--- src/dla_pkg.sv ---
package dla_pkg;

    // DBB data path
    localparam int DBB_ADDR_W = 64;
    localparam int DBB_DATA_W = 64;

    typedef logic [DBB_ADDR_W-1:0]   dbb_addr_t;
    typedef logic [DBB_DATA_W-1:0]   dbb_data_t;
    typedef logic [DBB_DATA_W/8-1:0] dbb_strb_t;
    typedef logic [7:0]              dbb_id_t;
    typedef logic [3:0]              dbb_len_t;

    // CSB register bus
    localparam int CSB_ADDR_W = 16;

    typedef logic [CSB_ADDR_W-1:0] csb_addr_t;
    typedef logic [31:0]           csb_data_t;
    typedef logic [31:0]           copy_len_t;

    // Burst and FIFO limits
    localparam int BURST_MAX  = 16;
    localparam int FIFO_DEPTH = 16;

    typedef logic [$clog2(FIFO_DEPTH):0] beat_cnt_t;

    // Register word offsets
    localparam csb_addr_t REG_CTRL    = 16'd0;
    localparam csb_addr_t REG_STATUS  = 16'd1;
    localparam csb_addr_t REG_SRC_LO  = 16'd2;
    localparam csb_addr_t REG_SRC_HI  = 16'd3;
    localparam csb_addr_t REG_DST_LO  = 16'd4;
    localparam csb_addr_t REG_DST_HI  = 16'd5;
    localparam csb_addr_t REG_LEN     = 16'd6;
    localparam csb_addr_t REG_INTR_EN = 16'd7;

endpackage
--- src/dla_wrapper.sv ---
module dla_wrapper (
    input  logic               core_clk,
    input  logic               rst_n,
    output logic               dla_intr,

    // DBB master
    output logic               arvalid,
    input  logic               arready,
    output dla_pkg::dbb_id_t   arid,
    output dla_pkg::dbb_len_t  arlen,
    output dla_pkg::dbb_addr_t araddr,
    input  logic               rvalid,
    output logic               rready,
    input  dla_pkg::dbb_id_t   rid,
    input  logic               rlast,
    input  dla_pkg::dbb_data_t rdata,
    output logic               awvalid,
    input  logic               awready,
    output dla_pkg::dbb_id_t   awid,
    output dla_pkg::dbb_len_t  awlen,
    output dla_pkg::dbb_addr_t awaddr,
    output logic               wvalid,
    input  logic               wready,
    output dla_pkg::dbb_data_t wdata,
    output dla_pkg::dbb_strb_t wstrb,
    output logic               wlast,
    input  logic               bvalid,
    output logic               bready,
    input  dla_pkg::dbb_id_t   bid,

    // APB configuration
    input  logic               psel,
    input  logic               penable,
    input  logic               pwrite,
    input  logic [31:0]        paddr,
    input  logic [31:0]        pwdata,
    output dla_pkg::csb_data_t prdata,
    output logic               pready
);

    // CSB bus
    logic               csb2nvdla_valid;
    logic               csb2nvdla_ready;
    dla_pkg::csb_addr_t csb2nvdla_addr;
    dla_pkg::csb_data_t csb2nvdla_wdat;
    logic               csb2nvdla_write;
    logic               csb2nvdla_nposted;
    logic               nvdla2csb_valid;
    dla_pkg::csb_data_t nvdla2csb_data;

    // Copy configuration and status
    dla_pkg::dbb_addr_t src_addr;
    dla_pkg::dbb_addr_t dst_addr;
    dla_pkg::copy_len_t copy_len;
    logic               start;
    logic               busy;
    logic               done_pulse;

    // Beat FIFO
    logic               push;
    dla_pkg::dbb_data_t push_data;
    logic               pop;
    dla_pkg::dbb_data_t pop_data;
    dla_pkg::beat_cnt_t count;

    apb2csb u_apb2csb (.*);

    csb_regs u_csb_regs (.*);

    dbb_copy_engine u_dbb_copy_engine (.*);

    beat_fifo u_beat_fifo (.*);

endmodule

--- src/dbb_copy_engine.sv ---
module dbb_copy_engine (
    input  logic               core_clk,
    input  logic               rst_n,

    input  logic               start,
    input  dla_pkg::dbb_addr_t src_addr,
    input  dla_pkg::dbb_addr_t dst_addr,
    input  dla_pkg::copy_len_t copy_len,
    output logic               busy,
    output logic               done_pulse,

    output logic               push,
    output dla_pkg::dbb_data_t push_data,
    output logic               pop,
    input  dla_pkg::dbb_data_t pop_data,
    input  dla_pkg::beat_cnt_t count,

    output logic               arvalid,
    input  logic               arready,
    output dla_pkg::dbb_id_t   arid,
    output dla_pkg::dbb_len_t  arlen,
    output dla_pkg::dbb_addr_t araddr,
    input  logic               rvalid,
    output logic               rready,
    input  dla_pkg::dbb_id_t   rid,
    input  logic               rlast,
    input  dla_pkg::dbb_data_t rdata,
    output logic               awvalid,
    input  logic               awready,
    output dla_pkg::dbb_id_t   awid,
    output dla_pkg::dbb_len_t  awlen,
    output dla_pkg::dbb_addr_t awaddr,
    output logic               wvalid,
    input  logic               wready,
    output dla_pkg::dbb_data_t wdata,
    output dla_pkg::dbb_strb_t wstrb,
    output logic               wlast,
    input  logic               bvalid,
    output logic               bready,
    input  dla_pkg::dbb_id_t   bid
);

    typedef enum logic [1:0] {S_IDLE, S_ISSUE, S_XFER, S_RESP} state_t;

    state_t             state;
    dla_pkg::copy_len_t remaining;
    dla_pkg::dbb_addr_t src_cur;
    dla_pkg::dbb_addr_t dst_cur;
    dla_pkg::dbb_addr_t burst_bytes;
    dla_pkg::dbb_id_t   burst_idx;
    dla_pkg::beat_cnt_t burst_len;
    dla_pkg::beat_cnt_t next_len;
    dla_pkg::beat_cnt_t w_cnt;
    logic               r_done;
    logic               b_fire;
    logic               last_burst;
    logic               fifo_full;

    assign next_len = (remaining > dla_pkg::copy_len_t'(dla_pkg::BURST_MAX))
                      ? dla_pkg::beat_cnt_t'(dla_pkg::BURST_MAX)
                      : dla_pkg::beat_cnt_t'(remaining);
    assign burst_bytes = dla_pkg::dbb_addr_t'(burst_len) * (dla_pkg::DBB_DATA_W / 8);
    assign last_burst  = (remaining == dla_pkg::copy_len_t'(burst_len));
    assign fifo_full   = (count == dla_pkg::beat_cnt_t'(dla_pkg::FIFO_DEPTH));
    assign busy        = (state != S_IDLE);

    //////////////////////////////////////////////////////////////////////
    // Request channels, same length and ID on both sides
    //////////////////////////////////////////////////////////////////////

    assign arid   = burst_idx;
    assign awid   = burst_idx;
    assign arlen  = dla_pkg::dbb_len_t'(burst_len - 1'b1);
    assign awlen  = arlen;
    assign araddr = src_cur;
    assign awaddr = dst_cur;

    // R beats into the FIFO, FIFO head onto W
    assign rready    = (state == S_XFER) && !r_done && !fifo_full;
    assign push      = rvalid && rready;
    assign push_data = rdata;

    assign wvalid = (state == S_XFER) && (count != '0);
    assign wdata  = pop_data;
    assign wstrb  = '1;
    assign wlast  = (w_cnt == burst_len - 1'b1);
    assign pop    = wvalid && wready;

    assign bready     = (state == S_RESP);
    assign b_fire     = bvalid && bready;
    assign done_pulse = b_fire && last_burst;

    always_ff @(posedge core_clk or negedge rst_n) begin
        if (!rst_n) begin
            state     <= S_IDLE;
            arvalid   <= 1'b0;
            awvalid   <= 1'b0;
            r_done    <= 1'b0;
            w_cnt     <= '0;
            remaining <= '0;
            burst_idx <= '0;
            burst_len <= '0;
        end else begin
            if (arvalid && arready) begin
                arvalid <= 1'b0;
            end
            if (awvalid && awready) begin
                awvalid <= 1'b0;
            end
            if (push && rlast) begin
                r_done <= 1'b1;
            end
            if (pop) begin
                w_cnt <= w_cnt + 1'b1;
            end
            case (state)
                S_IDLE: begin
                    if (start) begin
                        remaining <= copy_len;
                        burst_idx <= '0;
                        state     <= S_ISSUE;
                    end
                end
                S_ISSUE: begin
                    burst_len <= next_len;
                    arvalid   <= 1'b1;
                    awvalid   <= 1'b1;
                    r_done    <= 1'b0;
                    w_cnt     <= '0;
                    state     <= S_XFER;
                end
                S_XFER: begin
                    if (pop && wlast) begin
                        state <= S_RESP;
                    end
                end
                S_RESP: begin
                    if (b_fire) begin
                        remaining <= remaining - burst_len;
                        burst_idx <= burst_idx + 1'b1;
                        state     <= last_burst ? S_IDLE : S_ISSUE;
                    end
                end
                default: state <= S_IDLE;
            endcase
        end
    end

    // Both addresses step by one burst after its B
    always_ff @(posedge core_clk) begin
        if (start) begin
            src_cur <= src_addr;
            dst_cur <= dst_addr;
        end else if (b_fire) begin
            src_cur <= src_cur + burst_bytes;
            dst_cur <= dst_cur + burst_bytes;
        end
    end

    assert property (@(posedge core_clk) disable iff (!rst_n)
        (arvalid && !arready)
        |=> arvalid && $stable(araddr) && $stable(arlen) && $stable(arid));
    assert property (@(posedge core_clk) disable iff (!rst_n)
        (awvalid && !awready)
        |=> awvalid && $stable(awaddr) && $stable(awlen) && $stable(awid));

    // Memory answers with the ID of the burst in flight
    assert property (@(posedge core_clk) disable iff (!rst_n)
        (!push || rid == burst_idx) && (!b_fire || bid == burst_idx));

endmodule

--- src/beat_fifo.sv ---
module beat_fifo (
    input  logic               core_clk,
    input  logic               rst_n,
    input  logic               push,
    input  dla_pkg::dbb_data_t push_data,
    input  logic               pop,
    output dla_pkg::dbb_data_t pop_data,
    output dla_pkg::beat_cnt_t count
);

    dla_pkg::dbb_data_t                     mem [dla_pkg::FIFO_DEPTH];
    logic [$clog2(dla_pkg::FIFO_DEPTH)-1:0] wr_ptr;
    logic [$clog2(dla_pkg::FIFO_DEPTH)-1:0] rd_ptr;

    assign pop_data = mem[rd_ptr];

    always_ff @(posedge core_clk) begin
        if (push) begin
            mem[wr_ptr] <= push_data;
        end
    end

    // Pointers wrap on their own, depth is a power of two
    always_ff @(posedge core_clk or negedge rst_n) begin
        if (!rst_n) begin
            wr_ptr <= '0;
            rd_ptr <= '0;
            count  <= '0;
        end else begin
            if (push) begin
                wr_ptr <= wr_ptr + 1'b1;
            end
            if (pop) begin
                rd_ptr <= rd_ptr + 1'b1;
            end
            case ({push, pop})
                2'b10:   count <= count + 1'b1;
                2'b01:   count <= count - 1'b1;
                default: ;
            endcase
        end
    end

    assert property (@(posedge core_clk) disable iff (!rst_n)
        push |-> (count != dla_pkg::beat_cnt_t'(dla_pkg::FIFO_DEPTH)));
    assert property (@(posedge core_clk) disable iff (!rst_n)
        pop |-> (count != '0));

endmodule

--- src/csb_regs.sv ---
module csb_regs (
    input  logic               core_clk,
    input  logic               rst_n,

    input  logic               csb2nvdla_valid,
    input  dla_pkg::csb_addr_t csb2nvdla_addr,
    input  dla_pkg::csb_data_t csb2nvdla_wdat,
    input  logic               csb2nvdla_write,
    input  logic               csb2nvdla_nposted,
    output logic               csb2nvdla_ready,
    output logic               nvdla2csb_valid,
    output dla_pkg::csb_data_t nvdla2csb_data,

    output dla_pkg::dbb_addr_t src_addr,
    output dla_pkg::dbb_addr_t dst_addr,
    output dla_pkg::copy_len_t copy_len,
    output logic               start,
    input  logic               busy,
    input  logic               done_pulse,
    output logic               dla_intr
);

    logic               wr_en;
    logic               rd_en;
    logic               intr_en;
    logic               done;
    dla_pkg::csb_data_t rd_data;

    assign wr_en = csb2nvdla_valid && csb2nvdla_ready && csb2nvdla_write;
    assign rd_en = csb2nvdla_valid && csb2nvdla_ready && !csb2nvdla_write;

    assign dla_intr = done && intr_en;

    always_ff @(posedge core_clk or negedge rst_n) begin
        if (!rst_n) begin
            csb2nvdla_ready <= 1'b0;
        end else begin
            csb2nvdla_ready <= 1'b1;
        end
    end

    //////////////////////////////////////////////////////////////////////
    // Configuration registers
    //////////////////////////////////////////////////////////////////////

    always_ff @(posedge core_clk or negedge rst_n) begin
        if (!rst_n) begin
            src_addr <= '0;
            dst_addr <= '0;
            copy_len <= '0;
            intr_en  <= 1'b0;
        end else if (wr_en) begin
            case (csb2nvdla_addr)
                dla_pkg::REG_SRC_LO:  src_addr[31:0]  <= csb2nvdla_wdat;
                dla_pkg::REG_SRC_HI:  src_addr[63:32] <= csb2nvdla_wdat;
                dla_pkg::REG_DST_LO:  dst_addr[31:0]  <= csb2nvdla_wdat;
                dla_pkg::REG_DST_HI:  dst_addr[63:32] <= csb2nvdla_wdat;
                dla_pkg::REG_LEN:     copy_len        <= csb2nvdla_wdat;
                dla_pkg::REG_INTR_EN: intr_en         <= csb2nvdla_wdat[0];
                default: ;
            endcase
        end
    end

    // Start only from idle with something to copy; done_pulse beats a clear
    always_ff @(posedge core_clk or negedge rst_n) begin
        if (!rst_n) begin
            start <= 1'b0;
            done  <= 1'b0;
        end else begin
            start <= wr_en && (csb2nvdla_addr == dla_pkg::REG_CTRL) && csb2nvdla_wdat[0]
                     && !busy && (copy_len != '0);
            if (done_pulse) begin
                done <= 1'b1;
            end else if (wr_en && (csb2nvdla_addr == dla_pkg::REG_STATUS)
                         && csb2nvdla_wdat[1]) begin
                done <= 1'b0;
            end
        end
    end

    //////////////////////////////////////////////////////////////////////
    // Read path and responses
    //////////////////////////////////////////////////////////////////////

    always_comb begin
        case (csb2nvdla_addr)
            dla_pkg::REG_STATUS:  rd_data = {30'd0, done, busy};
            dla_pkg::REG_SRC_LO:  rd_data = src_addr[31:0];
            dla_pkg::REG_SRC_HI:  rd_data = src_addr[63:32];
            dla_pkg::REG_DST_LO:  rd_data = dst_addr[31:0];
            dla_pkg::REG_DST_HI:  rd_data = dst_addr[63:32];
            dla_pkg::REG_LEN:     rd_data = copy_len;
            dla_pkg::REG_INTR_EN: rd_data = {31'd0, intr_en};
            default:              rd_data = '0;
        endcase
    end

    always_ff @(posedge core_clk or negedge rst_n) begin
        if (!rst_n) begin
            nvdla2csb_valid <= 1'b0;
        end else begin
            nvdla2csb_valid <= rd_en || (wr_en && csb2nvdla_nposted);
        end
    end

    // Non-posted writes get zero data
    always_ff @(posedge core_clk) begin
        nvdla2csb_data <= rd_en ? rd_data : '0;
    end

endmodule

--- src/apb2csb.sv ---
module apb2csb (
    input  logic               core_clk,
    input  logic               rst_n,

    input  logic               psel,
    input  logic               penable,
    input  logic               pwrite,
    input  logic [31:0]        paddr,
    input  logic [31:0]        pwdata,
    output dla_pkg::csb_data_t prdata,
    output logic               pready,

    output logic               csb2nvdla_valid,
    output logic               csb2nvdla_write,
    output logic               csb2nvdla_nposted,
    output dla_pkg::csb_addr_t csb2nvdla_addr,
    output dla_pkg::csb_data_t csb2nvdla_wdat,
    input  logic               csb2nvdla_ready,
    input  logic               nvdla2csb_valid,
    input  dla_pkg::csb_data_t nvdla2csb_data
);

    logic               issued;
    dla_pkg::csb_data_t rdata_q;

    // One request per access, raised in the first access cycle
    assign csb2nvdla_valid   = psel && penable && !issued;
    assign csb2nvdla_write   = pwrite;
    assign csb2nvdla_nposted = 1'b0;
    assign csb2nvdla_addr    = paddr[17:2];
    assign csb2nvdla_wdat    = pwdata;

    // Writes are posted; reads wait for the register block answer
    assign pready = pwrite ? (csb2nvdla_valid && csb2nvdla_ready)
                           : (psel && penable && issued && nvdla2csb_valid);

    assign prdata = nvdla2csb_valid ? nvdla2csb_data : rdata_q;

    always_ff @(posedge core_clk or negedge rst_n) begin
        if (!rst_n) begin
            issued <= 1'b0;
        end else if (pready) begin
            issued <= 1'b0;
        end else if (csb2nvdla_valid && csb2nvdla_ready) begin
            issued <= 1'b1;
        end
    end

    // Last read word, held after the access ends
    always_ff @(posedge core_clk) begin
        if (nvdla2csb_valid) begin
            rdata_q <= nvdla2csb_data;
        end
    end

    // Read answered in the next cycle, with no new request in between
    assert property (@(posedge core_clk) disable iff (!rst_n)
        (csb2nvdla_valid && csb2nvdla_ready && !csb2nvdla_write)
        |=> nvdla2csb_valid && !csb2nvdla_valid);

endmodule

--- config.mk ---
export PLATFORM = sky130hd
export DESIGN_NAME = dla_wrapper
export DESIGN_NICKNAME = d
export VERILOG_FILES = /design/src/dla_pkg.sv /design/src/dla_wrapper.sv /design/src/dbb_copy_engine.sv /design/src/beat_fifo.sv /design/src/csb_regs.sv /design/src/apb2csb.sv
export SDC_FILE = /design/constraint.sdc
export NUM_CORES = 2
export LEC_CHECK = 0
export ABC_AREA = 1
export BUFFER_PORTS_ARGS = -buffer_cell sky130_fd_sc_hd__buf_4
export CAP_MARGIN = 20
export CORE_MARGIN = 2
export CORE_UTILIZATION = 55
export CTS_CLUSTER_SIZE = 12
export DETAILED_ROUTE_END_ITERATION = 10
export PLACE_DENSITY_LB_ADDON = 0.25
export SYNTH_ARGS = -nofsm -noshare
export SYNTH_HDL_FRONTEND = slang
export SYNTH_HIERARCHICAL = 1
export SYNTH_SLANG_ARGS = --single-unit
--- constraint.sdc ---
create_clock -name core_clk -period 6.1 [get_ports core_clk]
set_input_delay 0.915 -clock core_clk [delete_from_list [all_inputs] [get_ports core_clk]]
set_output_delay 0.915 -clock core_clk [all_outputs]
set_load 0.05 [all_outputs]
After elaboration in Yosys (flattened, before gate mapping)
Memories as Yosys holds them, arrays and structs flattened.
Cells that the tools add are included.
- memories: 1
- bits of input ports: 155
- bits in writable memories: 1024
- ROM bits: 0
- latch bits: 0
- flip-flop bits (word level): 426
- memory list (memory ; depth ; width ; rd ports ; clocked after Yosys merged registers in ; write ports ; line ; RTL):
    u_beat_fifo.mem ; 16 ; 64 ; 1 ; 0 ; 1 ; beat_fifo.sv:11 ; dla_pkg::dbb_data_t mem [dla_pkg::FIFO_DEPTH];
- bitwise operators: 0
- shifts and indexed selects: 0
- equal/unequal tests: 18
- div/mod/pow operators: 0
- $lt $le $gt $ge: 1
- multiply operators: 0
- reduce and logical (&&, ||, !) cells: 52
- $add $sub $neg: 10
- multiplexer cells: 34
- operator list (kind ; number):
    64-bit 2-to-1 mux ; 4
    32-bit case mux with 7 select lines ; 1
    64-bit by 8-bit adder with 64-bit output ; 2
    32-bit 2-to-1 mux ; 3
    16-bit by 3-bit equality test with 1-bit output, second input constant ; 4
    32-bit case mux with 2 select lines ; 1
    16-bit by 2-bit equality test with 1-bit output, second input constant ; 2
    32-bit by 5-bit equality test with 1-bit output ; 1
    32-bit by 5-bit greater-than comparator with 1-bit output, second input constant ; 1
    32-bit nonzero test ; 1
    32-bit by 5-bit subtractor with 32-bit output ; 1
    1-bit logical AND ; 25
    2-bit nonzero test ; 10
    16-bit by 1-bit equality test with 1-bit output, second input constant ; 1
    16-bit logical NOT ; 1
    8-bit 2-to-1 mux ; 2
    8-bit case mux with 2 select lines ; 1
    5-bit 2-to-1 mux ; 3
    1-bit 2-to-1 mux ; 14
    2-bit AND reduction ; 6
    5-bit by 1-bit adder with 5-bit output, second input constant ; 2
    5-bit case mux with 2 select lines ; 1
    5-bit by 1-bit subtractor with 5-bit output, second input constant ; 2
    4-bit by 1-bit adder with 4-bit output, second input constant ; 2
    other kinds (12) ; 24

Longest topological paths before layout
- depth after elaboration: 8
- depth in mapped cells: 20
- depth with buffers taken out: 19

By module
Netlist, hierarchy kept.
- modules (own cells, without submodules) (module ; sequential area each (µm²) ; area each (µm²) ; times used ; cells an instance):
    beat_fifo ; 31074.8 ; 41937.7 ; 1 ; 3334
    dbb_copy_engine ; 5220.0 ; 14943.1 ; 1 ; 2299
    csb_regs ; 4769.6 ; 8326.7 ; 1 ; 989
    apb2csb ; 665.6 ; 1629.1 ; 1 ; 130

Worst setup path after synthesis
No wires, ideal clock.
- path kind: input to register
- start: input rvalid
- end: memory u_beat_fifo/mem[11][0] in the netlist's numbering, enable pin
- path buffers: 1
- data arrival time: 4210 ps
- path slack: 1404 ps
- cell stages on the path: 5
- required time: 5614 ps
- path through: inv_1 -> nor2_1 -> clkbuf_1 -> nand2_1 -> nor2_1
- longest elaborated chain between the ends: 3
- RTL lines (item ; line ; RTL):
    start: declaration ; dla_wrapper.sv:12 ; input logic rvalid,
    1-bit logical AND ; dbb_copy_engine.sv:80 ; assign push = rvalid && rready;
    named net push ; dla_wrapper.sv:60 ; logic push;
    1-bit 2-to-1 mux ; beat_fifo.sv:18 ; if (push) begin
    1-bit 2-to-1 mux (implied by the code) ; beat_fifo.sv:19 ; mem[wr_ptr] <= push_data;
    end: declaration ; beat_fifo.sv:11 ;
The timed path passes the listed nets, and every way through them passes these cells.

Final worst setup path
- start: register u_beat_fifo/rd_ptr[0] in the netlist's numbering
- end: output wdata[39]
- longest elaborated chain between the ends: 1
- RTL lines (item ; line ; RTL):
    start: declaration ; beat_fifo.sv:13 ; logic [$clog2(dla_pkg::FIFO_DEPTH)-1:0] rd_ptr;
    start signal: assignment ; beat_fifo.sv:34 ; rd_ptr <= rd_ptr + 1'b1;
    memory 16 x 64 bit ; n/a ;
    end: declaration ; dla_wrapper.sv:24 ; output dla_pkg::dbb_data_t wdata,
Every way passes these cells.

==> run summary <==
Largest stage delay, worst path: 0.80 ns
Reg power frac: 54.0%
Max-cap violations: 0
DIE AREA: 124000 um2
Initial antenna violation count: 11
Clock Skew: 0.0385 ns
Clock tree buffer depth: 3
Outcome: finished clean
Number of port buffers: 378
Largest family of logic cells by synthesized area: simple AND/OR/NAND/NOR gates
Worst Setup End Kind: output port
Fin. Hold Viols: 0
Avg WL per Cell: 22.0 um
DRC: 0
Post-synthesis mux area share: 0.708%
Width of the die: 353 um
Synthesized flop and latch total: 1450
Mean Syn Cell Area: 9.90 um2
Core area: 120000 um2
Largest cells by area after synthesis: edfxtp_1, dfrtp_1, nand2_1, nor2_1, nand3_1
Global-route wire length before repair: 279 mm
CTS buffer count: 153
Die Y: 353 um
Clock transition at path regs: 0.06 ns
Root buffer cell: clkbuf_16
Period utilization: 78.9%
GRT Residual Overflow: 0
Final setup vio count: 0
Sw frac: 20.6%
Vias per cell: 5.71
Post-synth top area share: 51.8%
Num rows: 127
Net Switching: 4.08 mW
Htree depth: 4
Critical path required time: 5.18 ns
Logic pwr share: 1.3%
Synth Area in Simple Gates: 20.6%
RSZ-0062 raised after global routing: no
Worst setup margin: 1.29 ns
Final GP Congestion: 0.997
Post-Syn Area: 66800 um2
Post-synthesis sequential area ratio: 62.4%
Synth Flop Type: edfxtp_1
Count of cell types in the netlist: 52
Initial core utilization: 55.6%
Power Density: 267 nW/um2
CP arrival: 3.90 ns
Synth warnings: 6
Crit path launch type: flip-flop
Number of flops mapped to enable cells by yosys: 1152
Share of layout cells above drive strength 1: 10.9%
Internal power: 15.7 mW
Synth Area in XOR/XNOR: 0.839%
Slew margin rel.: 18.1%
Hold_buf cts: 0
Lkg Pwr: 30.1 nW
Vias in the first global route: 45300
Antenna Violating Nets Remaining: 0
DRT Pass-1 Iters: 6
Worst skew pair latency: 0.81 ns
Drt total wl: 188 mm
GR Util All Layers: 29.7%
Async S/R FF share, synth: 16.1%
Max VDD drop: 0.294 mV
Slowest CP cell: inv_8
Vias: 48900
Critical setup path kind: flip-flop to output port
Synth-to-Final Area Change: 10.8%
Largest net degree at the start of global routing: 258
Syn Inst Count: 6752
Synth Area in Compound Gates: 7.05%
CTS tree: yes
Maximum clock rate: 208 MHz
Post-place setup slack: 1.91 ns
Worst-Margin Slew: 1.23 ns
Slew Viols, Final: 0
Resize count post-CTS: 0
Clock power share: 44.6%
Fin nets: 7030
Starting DRT DRC Count: 5395
Leading area contributor after synthesis: edfxtp_1
Adder-Cell Fraction of Synth Area: 0.670%
TNS Setup: 0 ns
DP HPWL: 116 mm
Sink Count: 1450
Num ports: 419
Tot Pwr: 19.8 mW
Min Tclk post-route: 4.81 ns
Crit path cell chain: inv_8 > buf_12 > nor2_1 > nor2_1 > o21ai_0 > nand3_1 > nand3_1 > nand2_1 > buf_4
Critical Path Fanout Max: 150
Setup repair bufs after CTS: 0
HP Class: input pin to asynchronous set/reset pin
==> worst paths after layout <==
kind                                                    startpoint                                    end  slack [ns]  cells after the start
setup / recovery                 u_beat_fifo/rd_ptr[0]$_DFFE_PN0P_                              wdata[39]        1.29                      9
hold / removal                                               rst_n  u_dbb_copy_engine/arid[7]$_DFFE_PN0P_        0.16                      1
setup reg to reg            u_dbb_copy_engine/state[0]$_DFFE_PN0P_       u_beat_fifo/mem[8][26]$_DFFE_PP_        2.00                      9
hold reg to reg            u_csb_regs/nvdla2csb_data[7]$_SDFF_PN0_           u_apb2csb/rdata_q[7]$_DFF_P_        0.47                      1
max in group asynchronous                                    rst_n   u_csb_regs/nvdla2csb_valid$_DFF_PN0_        4.64                      2
min in group core_clk                                      awready  u_dbb_copy_engine/awvalid$_DFFE_PN0P_        0.34                      2
==> flip-flops by register name, indices dropped and copies added, names as in the netlist, 2 cells and up <==
name,flops
u_apb2csb/rdata_q,32
u_beat_fifo/count,5
u_beat_fifo/mem,1024
u_beat_fifo/rd_ptr,4
u_beat_fifo/wr_ptr,4
u_csb_regs/copy_len,32
u_csb_regs/dst_addr,64
u_csb_regs/nvdla2csb_data,32
u_csb_regs/src_addr,64
u_dbb_copy_engine/araddr,64
u_dbb_copy_engine/arid,8
u_dbb_copy_engine/awaddr,64
u_dbb_copy_engine/burst_len,5
u_dbb_copy_engine/remaining,32
u_dbb_copy_engine/state,2
u_dbb_copy_engine/w_cnt,5
==> routing by layer <==
layer | global-route usage, % | routed length (um) | vias to the layer above
met3 | 5.61 | 16200 | 433
li1 | - | - | 22800
met2 | 48.5 | 90000 | 2274
met5 | 0 | 88 | -
met1 | 38.6 | 73100 | 23400
met4 | 13.6 | 8810 | 16
==> power groups by stage <==
stage / Sequential, mW / Combinational, mW / Clock, mW
floorplan: 10.9 / 0.166 / 0
global route: 10.7 / 0.290 / 9.32
global placement: 10.9 / 0.255 / 0
finish: 10.7 / 0.267 / 8.82
detailed placement: 10.9 / 0.262 / 0
CTS: 10.7 / 0.263 / 8.94
==> synth_stat cells (5+ instances only) <==
master and number:
clkbuf_1 95, nor3_1 9, o21ai_0 199, buf_1 29, mux2_4 30, nand4_1 32
dfxtp_1 64, buf_6 49, nand3_1 652, a21oi_1 42, nand2_1 1498, dfrtp_1 234
o211ai_1 174, o31ai_1 5, nand2_2 6, and2_1 7, buf_4 214, edfxtp_1 1152
nor4_1 7, nor2_2 25, nand3b_1 25, inv_2 12, o21ai_1 377, o22ai_1 5
a31oi_1 8, buf_2 118, inv_1 463, nor2_1 1069, xnor2_1 36, a22oi_1 6
ha_1 31, xor2_1 28, or2_2 6, buf_12 5
==> critical path, delay by kind of cell (launching register included) <==
| kind | cells | cell delay, ns |
|---|---|---|
| compound gates | 1 | 0.11 |
| buf+inv | 3 | 1.45 |
| flops | 1 | 0.74 |
| simple gates | 5 | 0.57 |
==> cells in the final DEF, fill, tap and decap left out, types with 174 or more instances in the layout <==
cell type     n
dfrtp_1     228
edfxtp_1   1152
nand3_1     652
nand2_1    1497
o21ai_1     377
o211ai_1    174
inv_1       461
o21ai_0     199
nor2_1     1052
buf_4       415
==> logic make-up after synthesis <==
| family | after synthesis |
|---|---|
| simple gates | 3348 |
| flops | 1450 |
| buf+inv | 988 |
| compound gates | 833 |
| xor+xnor | 64 |
| fa+ha+maj | 34 |
| mux | 32 |
| other cells | 3 |
==> per-stage QoR <==
step	util (%)	hold slack (ns)	instances	instance area, um2
global route	61.6	0.180	8564	74100
CTS	61.5	0.146	8561	74000
global placement	57.5	0.452	8292	69200
detailed placement	57.6	0.458	8296	69300
floorplan	-	0.475	6759	66900
finish	61.6	0.158	8565	74100
==> cell type report <==
cell class | instances | area, um2
Timing Repair Buffer | 439 | 3610
Tap cell | 1612 | 2020
Clock inverter | 56 | 556
Antenna cell | 2 | 5.00
Multi-Input combinational cell | 4321 | 20100
Fill cell | 9658 | 46200
Clock buffer | 209 | 4180
Inverter | 476 | 1810
Sequential cell | 1450 | 41800
No activity file was read; power rests on OpenSTA's default activity.
